--- config.mk ---
export PLATFORM = sky130hd
export DESIGN_NAME = cicDecimatorTop
export DESIGN_NICKNAME = d
export VERILOG_FILES = /design/src/hw/cicPkg.sv /design/src/hw/inputAligner.sv /design/src/hw/cicIntegrator.sv /design/src/hw/cicComb.sv /design/src/hw/cicDecimator.sv /design/src/hw/cicRegs.sv /design/src/hw/cicDecimatorTop.sv
export SDC_FILE = /design/constraint.sdc
export NUM_CORES = 2
export LEC_CHECK = 0
export BUFFER_PORTS_ARGS = -buffer_cell sky130_fd_sc_hd__buf_4
export CAP_MARGIN = 10
export CORE_AREA = 3 3 405 407
export CTS_CLUSTER_SIZE = 12
export DETAILED_ROUTE_END_ITERATION = 12
export DIE_AREA = 0 0 408 410
export PLACE_DENSITY = 0.55
export SYNTH_ARGS = -nofsm -noshare
export SYNTH_HDL_FRONTEND = slang
export SYNTH_SLANG_ARGS = --single-unit
--- constraint.sdc ---
create_clock -name clk -period 6.45 [get_ports clk]
set_input_delay 0.3225 -clock clk [delete_from_list [all_inputs] [get_ports clk]]
set_output_delay 0.3225 -clock clk [all_outputs]
set_load 0.01 [all_outputs]
--- src/hw/cicPkg.sv ---
package cicPkg;

    // **********************************************************************
    // datapath widths
    // **********************************************************************

    // raw sample width from the converter
    localparam int inputWidth = 18;

    // integrator, comb and output width
    localparam int accWidth = 48;

    // right shift applied to the aligned input
    localparam int shiftWidth = 5;

    // **********************************************************************
    // sample and configuration bundles
    // **********************************************************************

    // one input pair as it arrives
    typedef struct packed {
        logic signed [inputWidth-1:0] i;
        logic signed [inputWidth-1:0] q;
    } iqSample_t;

    // full width pair, used from the aligner through to the output
    typedef struct packed {
        logic signed [accWidth-1:0] i;
        logic signed [accWidth-1:0] q;
    } iqWide_t;

    // static settings from the register block to the datapath
    typedef struct packed {
        logic                  enable;
        logic [shiftWidth-1:0] shift;
    } cicConfig_t;

    // **********************************************************************
    // register map, byte offsets of 32-bit words
    // **********************************************************************

    typedef enum logic [11:0] {
        REG_CTRL       = 12'h000,
        REG_DECIMATION = 12'h004,
        REG_SHIFT      = 12'h008,
        REG_OUTCOUNT   = 12'h00C
    } cicReg_e;

endpackage

--- src/hw/inputAligner.sv ---
`timescale 1ns/1ps

module inputAligner import cicPkg::*; (
    input  logic                  clk,
    input  logic                  reset,
    input  logic                  sampleValid,
    input  iqSample_t             inSample,
    input  logic [shiftWidth-1:0] shift,
    output iqWide_t               aligned,
    output logic                  alignedValid
);

    // put the sample at the top of the word, then scale down by the shift
    function automatic logic signed [accWidth-1:0] alignChannel(
        input logic signed [inputWidth-1:0] value,
        input logic [shiftWidth-1:0]        amount
    );
        logic signed [accWidth-1:0] placed;
        placed = {value, {(accWidth-inputWidth){1'b0}}};
        return placed >>> amount;
    endfunction

    always_ff @(posedge clk) begin
        if (reset) begin
            alignedValid <= 1'b0;
        end else begin
            alignedValid <= sampleValid;
        end
    end

    // payload only moves on a valid sample
    always_ff @(posedge clk) begin
        if (sampleValid) begin
            aligned.i <= alignChannel(inSample.i, shift);
            aligned.q <= alignChannel(inSample.q, shift);
        end
    end

endmodule

--- src/hw/cicIntegrator.sv ---
`timescale 1ns/1ps

module cicIntegrator import cicPkg::*; (
    input  logic    clk,
    input  logic    reset,
    input  logic    enable,
    input  logic    alignedValid,
    input  iqWide_t aligned,
    output iqWide_t integrated
);

    iqWide_t stage0;
    iqWide_t stage1;
    iqWide_t stage2;

    // per-channel add, wraps modulo 2^48
    function automatic iqWide_t addPair(
        input iqWide_t a,
        input iqWide_t b
    );
        iqWide_t sum;
        sum.i = a.i + b.i;
        sum.q = a.q + b.q;
        return sum;
    endfunction

    // **********************************************************************
    // three integrators, each fed by the previous stage's old value
    // **********************************************************************

    always_ff @(posedge clk) begin
        if (reset || !enable) begin
            stage0 <= '0;
            stage1 <= '0;
            stage2 <= '0;
        end else if (alignedValid) begin
            stage0 <= addPair(stage0, aligned);
            stage1 <= addPair(stage1, stage0);
            stage2 <= addPair(stage2, stage1);
        end
    end

    assign integrated = stage2;

endmodule

--- src/hw/cicComb.sv ---
`timescale 1ns/1ps

module cicComb import cicPkg::*; (
    input  logic    clk,
    input  logic    reset,
    input  logic    dump,
    input  iqWide_t integrated,
    output iqWide_t outSample,
    output logic    outValid
);

    // one guard bit for the x3 terms
    localparam int tapWidth = accWidth + 1;

    logic signed [accWidth-1:0] combIn [2];
    logic signed [tapWidth-1:0] xExt [2];
    logic signed [tapWidth-1:0] x3 [2];
    logic signed [tapWidth-1:0] sum3 [2];

    logic signed [tapWidth-1:0] tap0 [2];
    logic signed [tapWidth-1:0] tap1 [2];
    logic signed [tapWidth-1:0] tap2 [2];
    logic signed [accWidth-1:0] tap3 [2];

    // channel 0 is I, channel 1 is Q
    assign combIn[0] = integrated.i;
    assign combIn[1] = integrated.q;

    // **********************************************************************
    // (1 - z^-1)^3 = 1 - 3z^-1 + 3z^-2 - z^-3 in transposed form
    // **********************************************************************

    always_comb begin
        for (int ch = 0; ch < 2; ch++) begin
            xExt[ch] = {combIn[ch][accWidth-1], combIn[ch]};
            x3[ch]   = xExt[ch] + {combIn[ch], 1'b0};
            sum3[ch] = tap2[ch] + xExt[ch];
        end
    end

    always_ff @(posedge clk) begin
        if (reset) begin
            outValid <= 1'b0;
            for (int ch = 0; ch < 2; ch++) begin
                tap0[ch] <= '0;
                tap1[ch] <= '0;
                tap2[ch] <= '0;
                tap3[ch] <= '0;
            end
        end else begin
            outValid <= dump;
            if (dump) begin
                for (int ch = 0; ch < 2; ch++) begin
                    tap0[ch] <= xExt[ch];
                    tap1[ch] <= x3[ch] - tap0[ch];
                    tap2[ch] <= tap1[ch] - x3[ch];
                    // no rounding, just drop the guard bit
                    tap3[ch] <= sum3[ch][accWidth-1:0];
                end
            end
        end
    end

    assign outSample.i = tap3[0];
    assign outSample.q = tap3[1];

endmodule

--- src/hw/cicDecimator.sv ---
`timescale 1ns/1ps

module cicDecimator import cicPkg::*; #(
    parameter int decimationWidth = 10
) (
    input  logic                       clk,
    input  logic                       reset,
    input  cicConfig_t                 cfg,
    input  logic [decimationWidth-1:0] decimation,
    input  logic                       sampleValid,
    input  iqSample_t                  inSample,
    output iqWide_t                    outSample,
    output logic                       outValid
);

    iqWide_t                    aligned;
    logic                       alignedValid;
    iqWide_t                    integrated;

    logic [decimationWidth-1:0] decCount;
    logic                       dump;

    // **********************************************************************
    // decimation counter
    // **********************************************************************

    // held at its reset value while the filter is disabled
    always_ff @(posedge clk) begin
        if (reset || !cfg.enable) begin
            decCount <= decimationWidth'(1);
            dump     <= 1'b0;
        end else if (sampleValid) begin
            if (decCount == '0) begin
                decCount <= decimation;
                dump     <= 1'b1;
            end else begin
                decCount <= decCount - 1'b1;
                dump     <= 1'b0;
            end
        end else begin
            dump <= 1'b0;
        end
    end

    // **********************************************************************
    // datapath stages
    // **********************************************************************

    inputAligner aligner_i (
        .clk          (clk),
        .reset        (reset),
        .sampleValid  (sampleValid),
        .inSample     (inSample),
        .shift        (cfg.shift),
        .aligned      (aligned),
        .alignedValid (alignedValid)
    );

    cicIntegrator integrator_i (
        .clk          (clk),
        .reset        (reset),
        .enable       (cfg.enable),
        .alignedValid (alignedValid),
        .aligned      (aligned),
        .integrated   (integrated)
    );

    cicComb comb_i (
        .clk        (clk),
        .reset      (reset),
        .dump       (dump),
        .integrated (integrated),
        .outSample  (outSample),
        .outValid   (outValid)
    );

endmodule

--- src/hw/cicRegs.sv ---
`timescale 1ns/1ps

module cicRegs import cicPkg::*; #(
    parameter int decimationWidth = 10
) (
    input  logic                       clk,
    input  logic                       reset,
    input  logic                       pSel,
    input  logic                       pEnable,
    input  logic                       pWrite,
    input  logic [11:0]                pAddr,
    input  logic [31:0]                pWData,
    output logic [31:0]                pRData,
    output logic                       pSlvErr,
    input  logic                       outValid,
    output cicConfig_t                 cfg,
    output logic [decimationWidth-1:0] decimation
);

    localparam int countWidth = 16;

    logic                       enableReg;
    logic [decimationWidth-1:0] decimationReg;
    logic [shiftWidth-1:0]      shiftReg;
    logic [countWidth-1:0]      outCount;

    logic                       setupPhase;
    logic                       writeAccess;
    logic                       mapped;
    logic [31:0]                readData;

    assign setupPhase  = pSel && !pEnable;
    assign writeAccess = pSel && pEnable && pWrite;

    // **********************************************************************
    // address decode and read mux
    // **********************************************************************

    always_comb begin
        mapped   = 1'b1;
        readData = '0;
        case (pAddr)
            REG_CTRL:       readData[0] = enableReg;
            REG_DECIMATION: readData[decimationWidth-1:0] = decimationReg;
            REG_SHIFT:      readData[shiftWidth-1:0] = shiftReg;
            REG_OUTCOUNT:   readData[countWidth-1:0] = outCount;
            default:        mapped = 1'b0;
        endcase
    end

    // read data and error are captured at the setup edge for the access cycle
    always_ff @(posedge clk) begin
        if (reset) begin
            pRData  <= '0;
            pSlvErr <= 1'b0;
        end else begin
            pSlvErr <= setupPhase && !mapped;
            if (setupPhase) begin
                pRData <= readData;
            end
        end
    end

    // **********************************************************************
    // writable registers
    // **********************************************************************

    always_ff @(posedge clk) begin
        if (reset) begin
            enableReg     <= 1'b0;
            decimationReg <= decimationWidth'(3);
            shiftReg      <= '0;
        end else if (writeAccess) begin
            case (pAddr)
                REG_CTRL:       enableReg <= pWData[0];
                REG_DECIMATION: decimationReg <= pWData[decimationWidth-1:0];
                REG_SHIFT:      shiftReg <= pWData[shiftWidth-1:0];
                default:        ;
            endcase
        end
    end

    // output pair counter, a write of any value clears it
    always_ff @(posedge clk) begin
        if (reset) begin
            outCount <= '0;
        end else if (writeAccess && pAddr == REG_OUTCOUNT) begin
            outCount <= '0;
        end else if (outValid) begin
            outCount <= outCount + 1'b1;
        end
    end

    assign cfg        = '{enable: enableReg, shift: shiftReg};
    assign decimation = decimationReg;

endmodule

--- src/hw/cicDecimatorTop.sv ---
`timescale 1ns/1ps

module cicDecimatorTop import cicPkg::*; #(
    parameter int decimationWidth = 10
) (
    input  logic        clk,
    input  logic        reset,

    // APB slave
    input  logic        pSel,
    input  logic        pEnable,
    input  logic        pWrite,
    input  logic [11:0] pAddr,
    input  logic [31:0] pWData,
    output logic [31:0] pRData,
    output logic        pSlvErr,

    // sample stream in and out
    input  logic        sampleValid,
    input  iqSample_t   inSample,
    output iqWide_t     outSample,
    output logic        outValid
);

    cicConfig_t                 cfg;
    logic [decimationWidth-1:0] decimation;

    cicRegs #(
        .decimationWidth (decimationWidth)
    ) regs_i (
        .clk        (clk),
        .reset      (reset),
        .pSel       (pSel),
        .pEnable    (pEnable),
        .pWrite     (pWrite),
        .pAddr      (pAddr),
        .pWData     (pWData),
        .pRData     (pRData),
        .pSlvErr    (pSlvErr),
        .outValid   (outValid),
        .cfg        (cfg),
        .decimation (decimation)
    );

    cicDecimator #(
        .decimationWidth (decimationWidth)
    ) decimator_i (
        .clk         (clk),
        .reset       (reset),
        .cfg         (cfg),
        .decimation  (decimation),
        .sampleValid (sampleValid),
        .inSample    (inSample),
        .outSample   (outSample),
        .outValid    (outValid)
    );

endmodule

==> impl_summary.txt <==
----------------------------------------------------
[Status]
  Status ... complete, no violations

[Finish]
  Layout overhead on the synthesized area ... 13.3%
  Fill cell instance count of the final layout ... 15500
  Share of layout cells above drive strength 1 ... 9.29%
  Count of nets after finishing ... 8312
  Post-layout util ... 45.3%

[Detailed routing]
  Total DRC errors in the routed layout ... 0
  Initial drt markers ... 3287
  Wire length after detailed routing ... 174 mm
  Number of iterations in the first detailed-routing pass ... 6
  Per-cell routed wire length ... 17.8 µm
  Ratio of routed vias to standard cells ... 5.39
  Number of vias in the routed layout ... 52900
  Number of nets with antenna violations after routing ... 0

[Synth]
  Netlist Area Pre-Place ... 64200 µm²
  Dominant synthesized flop cell ... sky130_fd_sc_hd__edfxtp_1
  Top post-synthesis cells by area ... sky130_fd_sc_hd__edfxtp_1 (22%), sky130_fd_sc_hd__ha_1 (13%), sky130_fd_sc_hd__dfxtp_1 (11%), sky130_fd_sc_hd__a21oi_1 (5.1%), sky130_fd_sc_hd__xnor2_1 (4.8%)
  Number of synthesized flops with an enable pin ... 480
  Avg Inst Size Synth ... 8.80 µm²
  Fraction of the yosys area taken by sequential cells ... 33.4%
  Synth async-reset ratio ... 0%
  Leading post-synthesis cells by instance count ... sky130_fd_sc_hd__nor2_1 (823), sky130_fd_sc_hd__a21oi_1 (649), sky130_fd_sc_hd__ha_1 (649), sky130_fd_sc_hd__edfxtp_1 (480), sky130_fd_sc_hd__o21ai_0 (431)
  Leading cell type by number of instances after synthesis ... sky130_fd_sc_hd__nor2_1
  Cells after Synth ... 7301
  Cell accounting for the most synthesized area ... sky130_fd_sc_hd__edfxtp_1
  Yosys top cell area share ... 22.4%
  Syn. warnings ... 0
  Synth unique cells ... 104
  #FFs+latches synth ... 830

[Placed design]
  Half-perimeter wire length of the detailed placement result ... 133 mm
  Dpl ws ... -0.283 ns
  Count of buffers inserted at the top-level ports ... 177
  Final Wtd Congestion ... 0.915

[Timing]
  Tmin final ... 6.09 ns
  Worst-case clock skew ... 0.0240 ns
  Fmax ... 164 MHz
  Final Hold Vio Count ... 0
  Max-slew violation total from the final report ... 0
  Hold Worst Slack ... 0.0701 ns
  Worst setup slack after layout ... 0.363 ns
  Setup Viol. Count Final ... 0
  Max-slew headroom at the worst pin ... 22.8%
  Post-route fraction of the period consumed by the critical path ... 94.4%
  Slew at the pin closest to its max-slew limit ... 1.15 ns

[GRT]
  Grt ovf ... 0
  Largest net degree at the start of global routing ... 190
  Vias in the first global route ... 50700
  Global-route wire length before repair ... 277 mm
  Antenna violations before repair ... 3
  Total routing usage reported by global routing ... 20.3%

[Power and ir drop]
  Final Power ... 12.6 mW
  Total power divided by cell area ... 173 nW/µm²
  Combinational share of power ... 6.8%
  Internal ... 9.62 mW
  Switching share of total power ... 23.7%
  Leakage power of the design ... 32.1 nW
  Sequential Power Share ... 45.7%
  VDD IR-drop max ... 0.177 mV
  Clock network fraction of design power ... 47.5%
  Power dissipated by switching net loads ... 2.99 mW

[Run]
  Number of maximum-capacitance constraint violations ... 0

[Critical path]
  Worst flop-to-flop path startpoint ... decimator_i.integrator_i.integrated[49]
  FF-to-FF setup slack ... 0.36 ns
  Data arrival time at the worst-slack endpoint ... 6.52 ns
  Terminus of the critical flop-to-flop path ... decimator_i.comb_i.tap1[0][47]
  Nature of the critical path endpoint ... flip-flop
  Reg2Reg Depth ... 25
  Critical Path RT ... 6.88 ns
  Largest driver fanout on the critical path ... 5
  Class of the most critical setup path ... reg2reg
  Category of the worst setup path launch point ... flip-flop

[Floorplan]
  Number of core rows ... 147
  Die outline area ... 167000 µm²
  Boundary pin count ... 216
  Die extent in y ... 410 µm
  X dimension of the die ... 408 µm
  Starting density of the core ... 40.0%
  Core Area ... 161000 µm²

[Hold path]
  Number of cells traversed by the worst hold path ... 2
  Worst Min Path Start ... inSample[34]
  Hold path endpoint ... decimator_i.aligner_i.aligned[94]
  Type of the most critical hold path ... in2reg

[Clocking]
  Clock Sink Count ... 830
  Clock buffers created by TritonCTS ... 105
  Clock tree from TritonCTS ... built
  Clock transition at path regs ... 0.06 ns
  Clk_lat worst skew ... 0.71 ns
  H-tree depth ... 3
  Max clock buf depth ... 3
  Clock root buffer master ... sky130_fd_sc_hd__clkbuf_16

----------------------------------------------------
state kept, by name (all words and copies together), names as in the netlist, 5 cells and up:
signal                               cells
regs_i.decimation                       10
decimator_i.comb_i.tap0                 96
decimator_i.comb_i.tap3                 96
decimator_i.comb_i.tap1                 96
regs_i.shiftReg                          5
decimator_i.comb_i.tap2                 96
regs_i.pRData                           16
decimator_i.decCount                    10
decimator_i.integrator_i.stage0         96
decimator_i.aligner_i.aligned           96
decimator_i.integrator_i.stage1         96
decimator_i.integrator_i.integrated     96
regs_i.outCount                         16
final cells by class:
type / instances / area (µm²) / share of cell area (%)
well taps: 2160 / 2700 / 3.71
multi-input cells: 5863 / 40700 / 56.0
clock buffers: 144 / 2910 / 3.99
repair buffers: 385 / 2980 / 4.10
clock inverters: 53 / 579 / 0.796
flip-flops and latches: 830 / 21400 / 29.5
diodes: 2 / 5.00 / 0.00688
inverters: 378 / 1430 / 1.96
power by group through the flow:
stage | registers (mW) | logic (mW) | clock network (mW)
global route | 5.77 | 0.949 | 6.39
global placement | 5.88 | 0.832 | 0
CTS | 5.77 | 0.852 | 6.18
floorplan | 5.89 | 0.579 | 0
detailed placement | 5.88 | 0.837 | 0
finish | 5.76 | 0.856 | 5.99
metal layers:
| layer | wire, µm | track usage (%) | up-vias |
|---|---|---|---|
| met5 | 0 | 0 | - |
| li1 | - | - | 27100 |
| met4 | 2960 | 4.35 | 0 |
| met3 | 7850 | 2.31 | 192 |
| met1 | 90800 | 30.6 | 24600 |
| met2 | 72900 | 30.8 | 1030 |
stage by stage:
stage               area (µm²)  std cells  TNS [ns]
global placement         68800       9588     -1.35
global route             72800       9813    -0.191
finish                   72800       9815         0
detailed placement       68800       9588     -1.33
floorplan                64300       7316         0
CTS                      72500       9807         0
what timing repair did:
action                     4_1_cts  5_1_grt
pin swaps                        0       24
hold buffers                    21        0
buffers inserted                 1        6
gates resized for setup         10       58
setup endpoints to repair       12       36
hold endpoints to repair        23        0
worst max-delay path: stages, from the launching register on:
cell and delay (ns):
sky130_fd_sc_hd__dfxtp_4 0.38, sky130_fd_sc_hd__ha_4 0.14, sky130_fd_sc_hd__inv_1 0.05, sky130_fd_sc_hd__fa_2 0.35, sky130_fd_sc_hd__nand2b_4 0.15, sky130_fd_sc_hd__a21o_1 0.24, sky130_fd_sc_hd__a211oi_4 0.29, sky130_fd_sc_hd__a21boi_2 0.09
sky130_fd_sc_hd__buf_4 0.15, sky130_fd_sc_hd__o31a_1 0.32, sky130_fd_sc_hd__o21ba_1 0.23, sky130_fd_sc_hd__o21ai_0 0.34, sky130_fd_sc_hd__a31oi_1 0.20, sky130_fd_sc_hd__xnor2_2 0.19, sky130_fd_sc_hd__ha_1 0.37, sky130_fd_sc_hd__nand3_1 0.13
sky130_fd_sc_hd__or3_1 0.36, sky130_fd_sc_hd__a31oi_1 0.21, sky130_fd_sc_hd__o22ai_1 0.17, sky130_fd_sc_hd__o311a_1 0.42, sky130_fd_sc_hd__o41ai_1 0.41, sky130_fd_sc_hd__buf_4 0.19, sky130_fd_sc_hd__nand2_1 0.09, sky130_fd_sc_hd__o21ai_1 0.18
sky130_fd_sc_hd__xnor2_1 0.13, sky130_fd_sc_hd__nor2_1 0.05
worst max path at each step:
| stage | from | endpoint | slack, ns | cells after the start |
|---|---|---|---|---|
| global route | decimator_i.integrator_i.integrated[1] | decimator_i.comb_i.tap2[0][93] | -0.06 | 33 |
| finish | decimator_i.integrator_i.integrated[49] | decimator_i.comb_i.tap1[0][47] | 0.36 | 25 |
| floorplan | decimator_i.integrator_i.integrated[1] | decimator_i.comb_i.tap1[0][93] | 0.56 | 30 |
| CTS | decimator_i.integrator_i.integrated[52] | decimator_i.comb_i.tap2[0][46] | 0.004 | 25 |
| global placement | decimator_i.integrator_i.integrated[1] | decimator_i.comb_i.tap1[0][95] | -0.33 | 33 |
| detailed placement | decimator_i.integrator_i.integrated[1] | decimator_i.comb_i.tap1[0][95] | -0.28 | 33 |
logic make-up (layout without fill, tap and decap cells):
group	count (synthesis)	in the layout	synth area share, %
DFF	830	830	33.4
AOI/OAI and AO/OA	2152	2152	21.4
buffers and inverters	623	960	3.75
xor gates and xnor gates	586	586	8.11
other	1	18	0.00584
muxes	256	256	4.12
adders and majority gates	664	664	13.1
and+or+nand+nor	2189	2189	16.2
placed cells by master, fill, tap and decap left out, types with 24 or more instances in the layout:
master | netlist | routed
sky130_fd_sc_hd__a211o_1 | 24 | 24
sky130_fd_sc_hd__a211oi_1 | 72 | 71
sky130_fd_sc_hd__a21o_1 | 368 | 368
sky130_fd_sc_hd__a21oi_1 | 649 | 642
sky130_fd_sc_hd__a22oi_1 | 26 | 26
sky130_fd_sc_hd__a31oi_1 | 60 | 58
sky130_fd_sc_hd__and2_1 | 152 | 152
sky130_fd_sc_hd__and3_1 | 73 | 73
sky130_fd_sc_hd__buf_4 | 16 | 361
sky130_fd_sc_hd__clkbuf_1 | 205 | 28
sky130_fd_sc_hd__clkbuf_16 | 0 | 107
sky130_fd_sc_hd__dfxtp_1 | 350 | 334
sky130_fd_sc_hd__edfxtp_1 | 480 | 480
sky130_fd_sc_hd__ha_1 | 649 | 646
sky130_fd_sc_hd__inv_1 | 373 | 373
sky130_fd_sc_hd__mux2_2 | 48 | 48
sky130_fd_sc_hd__mux2i_1 | 206 | 206
sky130_fd_sc_hd__nand2_1 | 424 | 423
sky130_fd_sc_hd__nand2b_1 | 126 | 122
sky130_fd_sc_hd__nand3_1 | 121 | 120
sky130_fd_sc_hd__nand4_1 | 66 | 66
sky130_fd_sc_hd__nor2_1 | 823 | 821
sky130_fd_sc_hd__nor2b_1 | 121 | 120
sky130_fd_sc_hd__nor3_1 | 129 | 128
sky130_fd_sc_hd__o211ai_1 | 27 | 27
sky130_fd_sc_hd__o21a_1 | 88 | 88
sky130_fd_sc_hd__o21ai_0 | 431 | 424
sky130_fd_sc_hd__o21ai_1 | 26 | 30
sky130_fd_sc_hd__o21bai_1 | 97 | 96
sky130_fd_sc_hd__o22ai_1 | 26 | 25
sky130_fd_sc_hd__o31ai_1 | 38 | 34
sky130_fd_sc_hd__or2_2 | 25 | 24
sky130_fd_sc_hd__or3_1 | 35 | 35
sky130_fd_sc_hd__xnor2_1 | 355 | 354
sky130_fd_sc_hd__xor2_1 | 225 | 225
Note: power is estimated with default switching activity, not from simulation.
